[src/logic/memBusPkg.sv]
package memBusPkg;

    // One store request as the core issues it on its data port.
    typedef struct packed {
        logic        valid;
        logic [3:0]  wm;    // Bit n enables data bits 8n+7 to 8n.
        logic [29:0] addr;  // Word address, so byte address bits 1:0 are dropped.
        logic [31:0] data;
    } storeReq_t;

    // Word address of the console data register, byte address 0xFFFF_FC00.
    localparam logic [29:0] CONSOLE_ADDR = 30'h3FFF_FF00;

endpackage

[src/logic/spiConsolePkg.sv]
package spiConsolePkg;

    localparam int QUEUE_DEPTH = 8;                 // Bytes held between the unpacker and the SPI link.
    localparam int PTR_W = $clog2(QUEUE_DEPTH);     // Must stay a power of two for pointer wrap.
    localparam int CREDIT_W = 4;                    // Holds 0 to QUEUE_DEPTH inclusive.
    localparam logic [CREDIT_W-1:0] CREDIT_MAX = CREDIT_W'(QUEUE_DEPTH);

    localparam int SPI_HALF = 2;                    // SPI_clk cycles per sclk half period.
    localparam int DIV_W = $clog2(SPI_HALF + 1);
    localparam logic [DIV_W-1:0] DIV_LAST = DIV_W'(SPI_HALF - 1);

    // Pins toward the console device.
    typedef struct packed {
        logic csN;
        logic sclk;
        logic mosi;
    } spiPins_t;

    // A single byte moving between stages.
    typedef struct packed {
        logic       valid;
        logic [7:0] data;
    } byteBeat_t;

endpackage

[src/logic/consoleFifo.sv]
module consoleFifo (
    input  logic                     SPI_clk,
    input  logic                     arstN,
    input  spiConsolePkg::byteBeat_t push,
    input  logic                     pop,
    output spiConsolePkg::byteBeat_t head,
    output logic                     creditReturn
);

    logic [7:0]                          mem [spiConsolePkg::QUEUE_DEPTH];
    logic [spiConsolePkg::PTR_W-1:0]    wrPtr;
    logic [spiConsolePkg::PTR_W-1:0]    rdPtr;
    logic [spiConsolePkg::CREDIT_W-1:0] count;

    assign head.valid = count != '0;
    assign head.data  = mem[rdPtr];

    always_ff @(posedge SPI_clk) begin
        if (push.valid) begin
            mem[wrPtr] <= push.data;
        end
    end

    // Pointers wrap on their own since the depth is a power of two.
    always_ff @(posedge SPI_clk or negedge arstN) begin
        if (!arstN) begin
            wrPtr <= '0;
            rdPtr <= '0;
        end else begin
            if (push.valid) begin
                wrPtr <= wrPtr + 1'b1;
            end
            if (pop) begin
                rdPtr <= rdPtr + 1'b1;
            end
        end
    end

    always_ff @(posedge SPI_clk or negedge arstN) begin
        if (!arstN) begin
            count        <= '0;
            creditReturn <= 1'b0;
        end else begin
            creditReturn <= pop;  // Freed slot goes back to the producer.
            case ({push.valid, pop})
                2'b10:   count <= count + 1'b1;
                2'b01:   count <= count - 1'b1;
                default: count <= count;
            endcase
        end
    end

    // Holds only if the producer respects its credit count.
    assert property (@(posedge SPI_clk) disable iff (!arstN)
        push.valid |-> (count != spiConsolePkg::CREDIT_MAX))
        else $error("Byte pushed into a full console queue.");

    assert property (@(posedge SPI_clk) disable iff (!arstN)
        pop |-> head.valid)
        else $error("Shifter popped an empty console queue.");

endmodule

[src/logic/consoleStoreUnpack.sv]
module consoleStoreUnpack (
    input  logic                     SPI_clk,
    input  logic                     arstN,
    input  memBusPkg::storeReq_t     store,
    output logic                     storeBusy,
    output spiConsolePkg::byteBeat_t push,
    input  logic                     creditReturn
);

    logic [3:0]                          laneMask;
    logic [3:0]                          maskAfterPush;
    logic [31:0]                         wordData;
    logic [1:0]                          laneSel;
    logic [spiConsolePkg::CREDIT_W-1:0] credits;
    logic                                accept;

    // Stores elsewhere, or with no lanes enabled, fall through without effect.
    assign accept = store.valid && !storeBusy
                    && (store.addr == memBusPkg::CONSOLE_ADDR)
                    && (store.wm != 4'b0000);

    // Scan from the top so the lowest set lane wins.
    always_comb begin
        laneSel = 2'd0;
        for (int i = 3; i >= 0; i--) begin
            if (laneMask[i]) begin
                laneSel = 2'(i);
            end
        end
    end

    assign maskAfterPush = laneMask & (laneMask - 4'd1);  // Clears the lowest set bit.

    assign push.valid = storeBusy && (credits != '0);
    assign push.data  = wordData[{laneSel, 3'b000} +: 8];

    always_ff @(posedge SPI_clk or negedge arstN) begin
        if (!arstN) begin
            storeBusy <= 1'b0;
            laneMask  <= 4'b0000;
        end else if (accept) begin
            storeBusy <= 1'b1;
            laneMask  <= store.wm;
        end else if (push.valid) begin
            laneMask  <= maskAfterPush;
            storeBusy <= maskAfterPush != 4'b0000;  // Drops with the last lane.
        end
    end

    always_ff @(posedge SPI_clk) begin
        if (accept) begin
            wordData <= store.data;
        end
    end

    // One credit per free queue slot, handed back by the FIFO on each pop.
    always_ff @(posedge SPI_clk or negedge arstN) begin
        if (!arstN) begin
            credits <= spiConsolePkg::CREDIT_MAX;
        end else begin
            case ({push.valid, creditReturn})
                2'b10:   credits <= credits - 1'b1;
                2'b01:   credits <= credits + 1'b1;
                default: credits <= credits;
            endcase
        end
    end

    // A FIFO that returns more credits than it received pops breaks this.
    assert property (@(posedge SPI_clk) disable iff (!arstN)
        credits <= spiConsolePkg::CREDIT_MAX)
        else $error("Credit count rose above the queue depth.");

endmodule

[src/logic/spiByteShifter.sv]
module spiByteShifter (
    input  logic                     SPI_clk,
    input  logic                     arstN,
    input  spiConsolePkg::byteBeat_t head,
    output logic                     pop,
    output spiConsolePkg::spiPins_t  spi
);

    typedef enum logic [1:0] {
        stIdle,
        stShift,
        stGap
    } shiftState_t;

    shiftState_t                      state;
    logic [spiConsolePkg::DIV_W-1:0] divCnt;
    logic [2:0]                       bitCnt;
    logic [7:0]                       shiftReg;
    logic                             csN;
    logic                             sclk;
    logic                             halfDone;

    assign halfDone = divCnt == spiConsolePkg::DIV_LAST;
    assign pop      = (state == stIdle) && head.valid;

    assign spi.csN  = csN;
    assign spi.sclk = sclk;
    assign spi.mosi = shiftReg[7];  // Zero fill keeps mosi low between frames.

    always_ff @(posedge SPI_clk or negedge arstN) begin
        if (!arstN) begin
            state    <= stIdle;
            divCnt   <= '0;
            bitCnt   <= 3'd0;
            shiftReg <= 8'h00;
            csN      <= 1'b1;
            sclk     <= 1'b0;
        end else begin
            case (state)
                stIdle: begin
                    if (pop) begin
                        shiftReg <= head.data;  // Bit 7 is on mosi as csN falls.
                        csN      <= 1'b0;
                        divCnt   <= '0;
                        bitCnt   <= 3'd0;
                        state    <= stShift;
                    end
                end
                stShift: begin
                    if (halfDone) begin
                        divCnt <= '0;
                        sclk   <= ~sclk;
                        if (sclk) begin
                            // Falling edge, so the next bit goes out.
                            shiftReg <= {shiftReg[6:0], 1'b0};
                            bitCnt   <= bitCnt + 1'b1;
                            if (bitCnt == 3'd7) begin
                                csN   <= 1'b1;
                                state <= stGap;
                            end
                        end
                    end else begin
                        divCnt <= divCnt + 1'b1;
                    end
                end
                stGap: begin
                    if (halfDone) begin
                        divCnt <= '0;
                        state  <= stIdle;
                    end else begin
                        divCnt <= divCnt + 1'b1;
                    end
                end
                default: state <= stIdle;
            endcase
        end
    end

    assert property (@(posedge SPI_clk) disable iff (!arstN)
        (state == stIdle && !pop) |-> spi.csN)
        else $error("Chip select low while the shifter has no byte.");

    // A frame opens with sclk low, as mode 0 requires.
    assert property (@(posedge SPI_clk) disable iff (!arstN)
        pop |=> (!spi.csN && !spi.sclk))
        else $error("Frame did not open with csN low and sclk low.");

endmodule

[src/logic/spiConsole.sv]
module spiConsole (
    input  logic                    SPI_clk,
    input  logic                    arstN,
    input  memBusPkg::storeReq_t    store,
    output logic                    storeBusy,
    output spiConsolePkg::spiPins_t spi
);

    spiConsolePkg::byteBeat_t push;
    spiConsolePkg::byteBeat_t head;
    logic                     creditReturn;
    logic                     pop;

    // Splits console stores into bytes.
    consoleStoreUnpack unpackInst (
        .SPI_clk      (SPI_clk),
        .arstN        (arstN),
        .store        (store),
        .storeBusy    (storeBusy),
        .push         (push),
        .creditReturn (creditReturn)
    );

    consoleFifo fifoInst (
        .SPI_clk      (SPI_clk),
        .arstN        (arstN),
        .push         (push),
        .pop          (pop),
        .head         (head),
        .creditReturn (creditReturn)
    );

    // One mode-0 frame per byte.
    spiByteShifter shifterInst (
        .SPI_clk (SPI_clk),
        .arstN   (arstN),
        .head    (head),
        .pop     (pop),
        .spi     (spi)
    );

endmodule

[config.mk]
export PLATFORM = sky130hd
export DESIGN_NAME = spiConsole
export DESIGN_NICKNAME = d
export VERILOG_FILES = /design/src/logic/memBusPkg.sv /design/src/logic/spiConsolePkg.sv /design/src/logic/consoleFifo.sv /design/src/logic/consoleStoreUnpack.sv /design/src/logic/spiByteShifter.sv /design/src/logic/spiConsole.sv
export SDC_FILE = /design/constraint.sdc
export NUM_CORES = 1
export LEC_CHECK = 0
export ABC_AREA = 0
export BUFFER_PORTS_ARGS = -buffer_cell sky130_fd_sc_hd__buf_2
export CORE_ASPECT_RATIO = 1.5
export CORE_UTILIZATION = 57
export CTS_CLUSTER_SIZE = 28
export DETAILED_ROUTE_END_ITERATION = 12
export PLACE_DENSITY = 0.75
export SYNTH_ARGS = -nofsm -noshare
export SYNTH_HDL_FRONTEND = slang
export SYNTH_SLANG_ARGS = --single-unit
[constraint.sdc]
create_clock -name SPI_clk -period 3.2 [get_ports SPI_clk]
set_clock_uncertainty 0.05 [all_clocks]
set_input_delay 0.16 -clock SPI_clk [delete_from_list [all_inputs] [get_ports SPI_clk]]
set_output_delay 0.16 -clock SPI_clk [all_outputs]
set_load 0.05 [all_outputs]
==> reports/qor.yml, run 1 <==
outcome: "finished clean"
firstDrtPassIters: 4
endpoint_kind: "flip-flop"
timing.setup.tns_ps: 0
ys_ff_latch: 133
n_antenna_cell: 0
post_drt_wl_per_cell_um: 17.69
fill_cells: 580
io_buffers: 72
ctsHtreeMaxLevel: 4
drive_above_1_share: 0.3145
yosys.area.top_type: "edfxtp_1"
synth_nets: 429
clk_latency_ps: 410
cap_violations: 0
crit_chain: "nor4_1 -> nand2b_1 -> inv_2 -> ha_1 -> ha_1 -> a21o_1 -> a21oi_1 -> mux2i_1 -> xnor2_1"
start_kind: "flip-flop"
grt_pass1_vias: 3551
ir_worst_vdd_mv: 0.5433
cp_top_family: "simple AND/OR/NAND/NOR gates"
required_ps: 3490
synth_top_area_share: 0.5094
worstHoldPathType: "in -> reg"
hpwlAfterDp_mm: 6.360
drtIter0Drc: 166
synthTopCellsByArea: "edfxtp_1 (51%), dfrtp_1 (15%), mux4_2 (9.6%)"
setup_viol: 0
synth_cell_type_count: 49
design_area_um2: 7051
ctsResizeCount: 0
cts_max_path_buffers: 2
rsz0062_at_grt: "no"
crit_slowest_cell: "nor4_1"
syn_area_um2: 5659
postRouteWirelength_mm: 10.47
clock_sinks: 133
fp.coreArea_um2: 9689
cts_hold_buf: 37
die_y_um: 124.0
antenna_found_initial: 0
syn_avg_cell_area_um2: 16.45
yosysWarnings: 0
hold_viol: 0
critical-path-max-stage-delay_ps: 600
rows: 44
die-area_um2: 10340
crit_type: "reg -> reg"
synth_edf_count: 96
total_leakage_power_nw: 2.727
postPlaceCellArea_um2: 6135
crit_arrival_ps: 3080
postRouteAntennaNets: 0
cpMostUsedCell: "ha_1"
grt_max_degree: 38
fin_crit_ps: 2794
fin_crit_sh: 0.8730
viasPerCell: 5.625
fin_nets: 549
cts_setup_buffers: 0
grt_pass1_wl_mm: 17.31
worst_pin_slew_ps: 895.7
async_flop_share: 0.2782
grt_use_total: 0.2273
clk_pin_slew_ps: 60
routed-via-count: 3330
power_density_nw_per_um2: 523.0
start_util: 0.5841
synthCells: 344
maxSlewViolCount: 0
crit_fanout: 4
gp_congestion: 0.7671
io_pins: 73
synth_ff_type: "edfxtp_1"
cts_made_buffers: 17
worst-path-buf-inv: 1
syn2layout_area_growth_pct: 24.59
grt-ovfl-total: 0
synth-seq-area-share: 0.6734
root_buffer: "clkbuf_16"
max_freq_mhz: 358.0
slew_headroom: 0.4007
drc: 0
chipWidth_um: 83.36
post-route-util: 0.7277
tritoncts: "done"
-- cells by family after synthesis --
family	after synthesis	synth area share
AND/OR/NAND/NOR	82	0.07739
flip-flops	133	0.6734
multiplexers	42	0.1291
adder cells (fa/ha/maj)	17	0.03980
buffers and inverters	28	0.02233
XOR/XNOR	11	0.01702
AO/OA/AOI/OAI	31	0.04090
-- report_power, final --
| group | switching (W) | internal, W |
|---|---|---|
| clock network | 0.000755 | 0.00100 |
| logic | 0.0000298 | 0.0000605 |
| registers | 0.0000000000000556 | 0.00184 |
| total | 0.000785 | 0.00290 |
-- synth_stat cells, types with 6 or more instances --
library cell and number:
o221ai_1 7, mux4_2 24, edfxtp_1 96, xnor2_1 10
dfrtp_1 35, mux2i_1 13, nand2b_1 8, o21ai_0 6
ha_1 14, inv_1 11, nand2_1 38, nor2_1 13
-- flip-flops by register name (all words and copies together), names as in the netlist, 2 cells and up --
signal                cells
shifterInst.divCnt        2
unpackInst.credits        4
shifterInst.state         2
shifterInst.shiftReg      8
fifoInst.wrPtr            3
unpackInst.wordData      32
shifterInst.bitCnt        3
fifoInst.mem             64
fifoInst.count            4
fifoInst.rdPtr            3
unpackInst.laneMask       4
-- cell type report --
cell class	count	area, µm²	area share
Tap cell	115	143.9	0.02041
Timing Repair Buffer	115	775.7	0.1100
Clock buffer	17	425.4	0.06034
Inverter	14	52.55	0.007453
Multi-Input combinational cell	183	1722	0.2442
Sequential cell	133	3811	0.5406
Clock inverter	15	120.1	0.01704
-- cells in the final DEF (no fill, tap or decap), types with 2 or more instances in the layout --
master	count
mux4_2	24
xnor2_1	10
clkinv_4	3
edfxtp_1	96
buf_4	6
dfrtp_1	35
clkinv_2	2
a21o_1	3
dfstp_2	2
nand2b_1	8
a21oi_1	3
nor4_1	3
nand4b_1	3
inv_1	11
nor3_1	3
fa_1	2
mux2i_1	13
o21ai_0	6
clkinvlp_4	3
inv_2	3
nor2_1	13
inv_6	7
o21ai_1	5
ha_1	14
mux2_2	3
nand2_1	38
o221ai_1	7
dlygate4sd3_1	37
clkbuf_16	17
buf_2	72
nand4_1	3
-- worst min-delay path: cells and delay by family --
| family | cells | cell delay (ps) |
|---|---|---|
| buffers and inverters | 1 | 80 |
| and+or+nand+nor | 4 | 320 |
-- stage by stage --
stage / hold WS [ps] / std cells / power (W) / setup slack, ps
global route: 153.7 / 592 / 0.003783 / 242.8
detailed placement: 252.3 / 523 / 0.001926 / 500.7
CTS: 117.3 / 592 / 0.003706 / 417.0
floorplan: -185.6 / 344 / 0.001876 / 720.9
global placement: 256.7 / 523 / 0.001924 / 614.6
finish: 130.9 / 592 / 0.003687 / 406.3
-- worst paths after layout --
path	start	slack [ps]	end	cells past startpoint
worst max-delay path	fifoInst.count[1]	410	fifoInst.count[3]	9
worst min register to register	shifterInst.shiftReg[0]	440	shifterInst.shiftReg[0]	2
worst min-delay path	store[36]	130	unpackInst.storeBusy	5
worst max register to register	fifoInst.count[1]	410	fifoInst.count[3]	9
max in group asynchronous	arstN	2240	shifterInst.shiftReg[1]	2
min in group asynchronous	arstN	340	unpackInst.credits[0]	2
-- metal layers --
layer	vias to the layer above	wire, µm	global-route usage
met2	84	6027	0.4390
met3	16	405	0.04573
met5	-	0	0
met4	0	158	0.1013
li1	1555	-	-
met1	1675	3881	0.2380
Note: power is estimated with default switching activity, not from simulation.
==> run 2, diff against run 1 <==
Settings changed: CORE_UTILIZATION 57 to 26, PLACE_DENSITY 0.75 to 0.38.
==> run 2 against run 1 <==
Fmax increased by 3.4%. Critical path depth decreased by 1. Sequential share of layout area decreased by 2.5 points. Core utilization decreased by 38 points. Hold slack improved by 2.2 ps. Final area increased by 4.9%. Sequential cell count unchanged. Critical path type unchanged.
==> reports/qor.yml, run 2 (same netlist as run 1, synthesis figures left out) <==
io_pins: 73
r2r-start: "unpackInst.credits[0]"
endpoint_kind: "flip-flop"
gp_congestion: 0.7098
die-area_um2: 22370
clock_sinks: 133
largestRegisters: "fifoInst.mem x64, unpackInst.wordData x32, shifterInst.shiftReg x8"
root_buffer: "clkbuf_16"
fin_crit_ps: 2702
postRouteWirelength_mm: 11.27
antenna_found_initial: 0
firstDrtPassIters: 4
switchingPower_w: 0.0007354
grt_pass1_vias: 3672
chipWidth_um: 122.5
cts_made_buffers: 17
worstHoldPathType: "in -> reg"
r2r-end: "unpackInst.credits[3]"
intPower_w: 0.003351
pwr-share-seq: 0.450
start_util: 0.2666
drtIter0Drc: 109
switching_share: 0.1800
drive_above_1_share: 0.3222
postRouteAntennaNets: 0
rsz0062_at_grt: "no"
pwr-share-comb: 0.022
post_drt_wl_per_cell_um: 15.05
crit_arrival_ps: 2980
cts_setup_buffers: 0
start_kind: "flip-flop"
power_density_nw_per_um2: 552.4
ctsResizeCount: 0
die_y_um: 182.7
setup_viol: 0
routed-via-count: 3261
fin_nets: 554
timing.setup.tns_ps: 0
total_leakage_power_nw: 2.819
syn2layout_area_growth_pct: 30.73
ctsHtreeMaxLevel: 4
grt_use_total: 0.1129
hpwlAfterDp_mm: 7.601
n_antenna_cell: 0
final_common_cell: "edfxtp_1"
fin_cells: 749
rr_worst_depth: 8
drc: 0
max_freq_mhz: 370.1
crit_path_end: "unpackInst.credits[3]"
cts_max_path_buffers: 2
io_buffers: 72
grt_pass1_wl_mm: 18.54
outcome: "finished clean"
tritoncts: "done"
r2r_slack_ps: 500
min_path_cells: 5
crit_fanout: 10
clk_pin_slew_ps: 60
required_ps: 3480
worst_pin_slew_ps: 938.5
final_cell_mix: "edfxtp_1 (96), buf_2 (72), nand2_1 (38)"
clk_latency_ps: 410
fin_crit_sh: 0.8443
grt_max_degree: 38
cap_violations: 0
post-route-util: 0.3485
slew_headroom: 0.3709
dp.cells: 681
cts_hold_buf: 37
regMostFlops: "fifoInst.mem"
largest_reg_flops: 64
ir_worst_vdd_mv: 0.3343
clockPowerShare: 0.528
crit_start: "unpackInst.credits[0]"
crit_type: "reg -> reg"
viasPerCell: 4.354
rows: 65
maxSlewViolCount: 0
hold_viol: 0
grt-ovfl-total: 0
fp.coreArea_um2: 21230
design_power_total_w: 0.004086
[run 2: changes by cell type in the layout (fill, tap and decap cells not counted), sizes merged]
cell,change
clkinvlp,-2
buf,+5
inv,-7
clkinv,+2
bufinv,+6
[run 2: area by class of cell]
type / count / area (µm²)
clock inverter: 14 / 234.0
inverter: 14 / 52.55
tap: 268 / 335.3
timing repair buffer: 120 / 813.3
sequential: 133 / 3811
clock buffer: 17 / 425.4
multi-input combinational: 183 / 1727
fill: 2037 / 13830
[run 2: how the worst min path moves through the flow]
stage	start	end	slack [ps]
4_1_cts	store[36]	unpackInst.storeBusy	120
3_3_place_gp	store[0]	unpackInst.wordData[0]	290
2_1_floorplan	arstN	fifoInst.count[0]	-190
6_report	store[36]	unpackInst.storeBusy	130
5_1_grt	store[36]	unpackInst.storeBusy	130
3_5_place_dp	store[6]	unpackInst.wordData[6]	290
[run 2: critical path, cell delays in order (launching register included)]
cell and delay [ps]:
dfrtp_1 470, o41ai_4 710, ha_1 290, inv_1 100
ha_1 270, a21o_1 170, a21oi_1 180, mux2i_1 240
xnor2_1 140
[run 2: power by group through the flow]
stage | sequential (W) | combinational [W] | clock [W]
final | 0.00184 | 0.0000893 | 0.00216
after global routing | 0.00184 | 0.0000979 | 0.00228
after CTS | 0.00184 | 0.0000907 | 0.00221
after detailed placement | 0.00187 | 0.0000564 | 0
after global placement | 0.00187 | 0.0000546 | 0
after floorplan | 0.00187 | 0.00000411 | 0
[run 2: metrics by stage]
stage | cell area (µm²) | setup WS (ps) | hold WS, ps
floorplan | 5659 | 720.9 | -185.6
global placement | 6369 | 557.7 | 286.3
detailed placement | 6369 | 499.8 | 288.1
CTS | 7398 | 468.0 | 117.4
finish | 7398 | 498.4 | 133.1
global route | 7398 | 274.7 | 130.7
[run 2: routing by layer]
metal | routed length, µm | global-route usage
met1 | 4478 | 0.1211
met5 | 0 | 0
met3 | 325 | 0.03063
met2 | 6332 | 0.2058
met4 | 137 | 0.04390
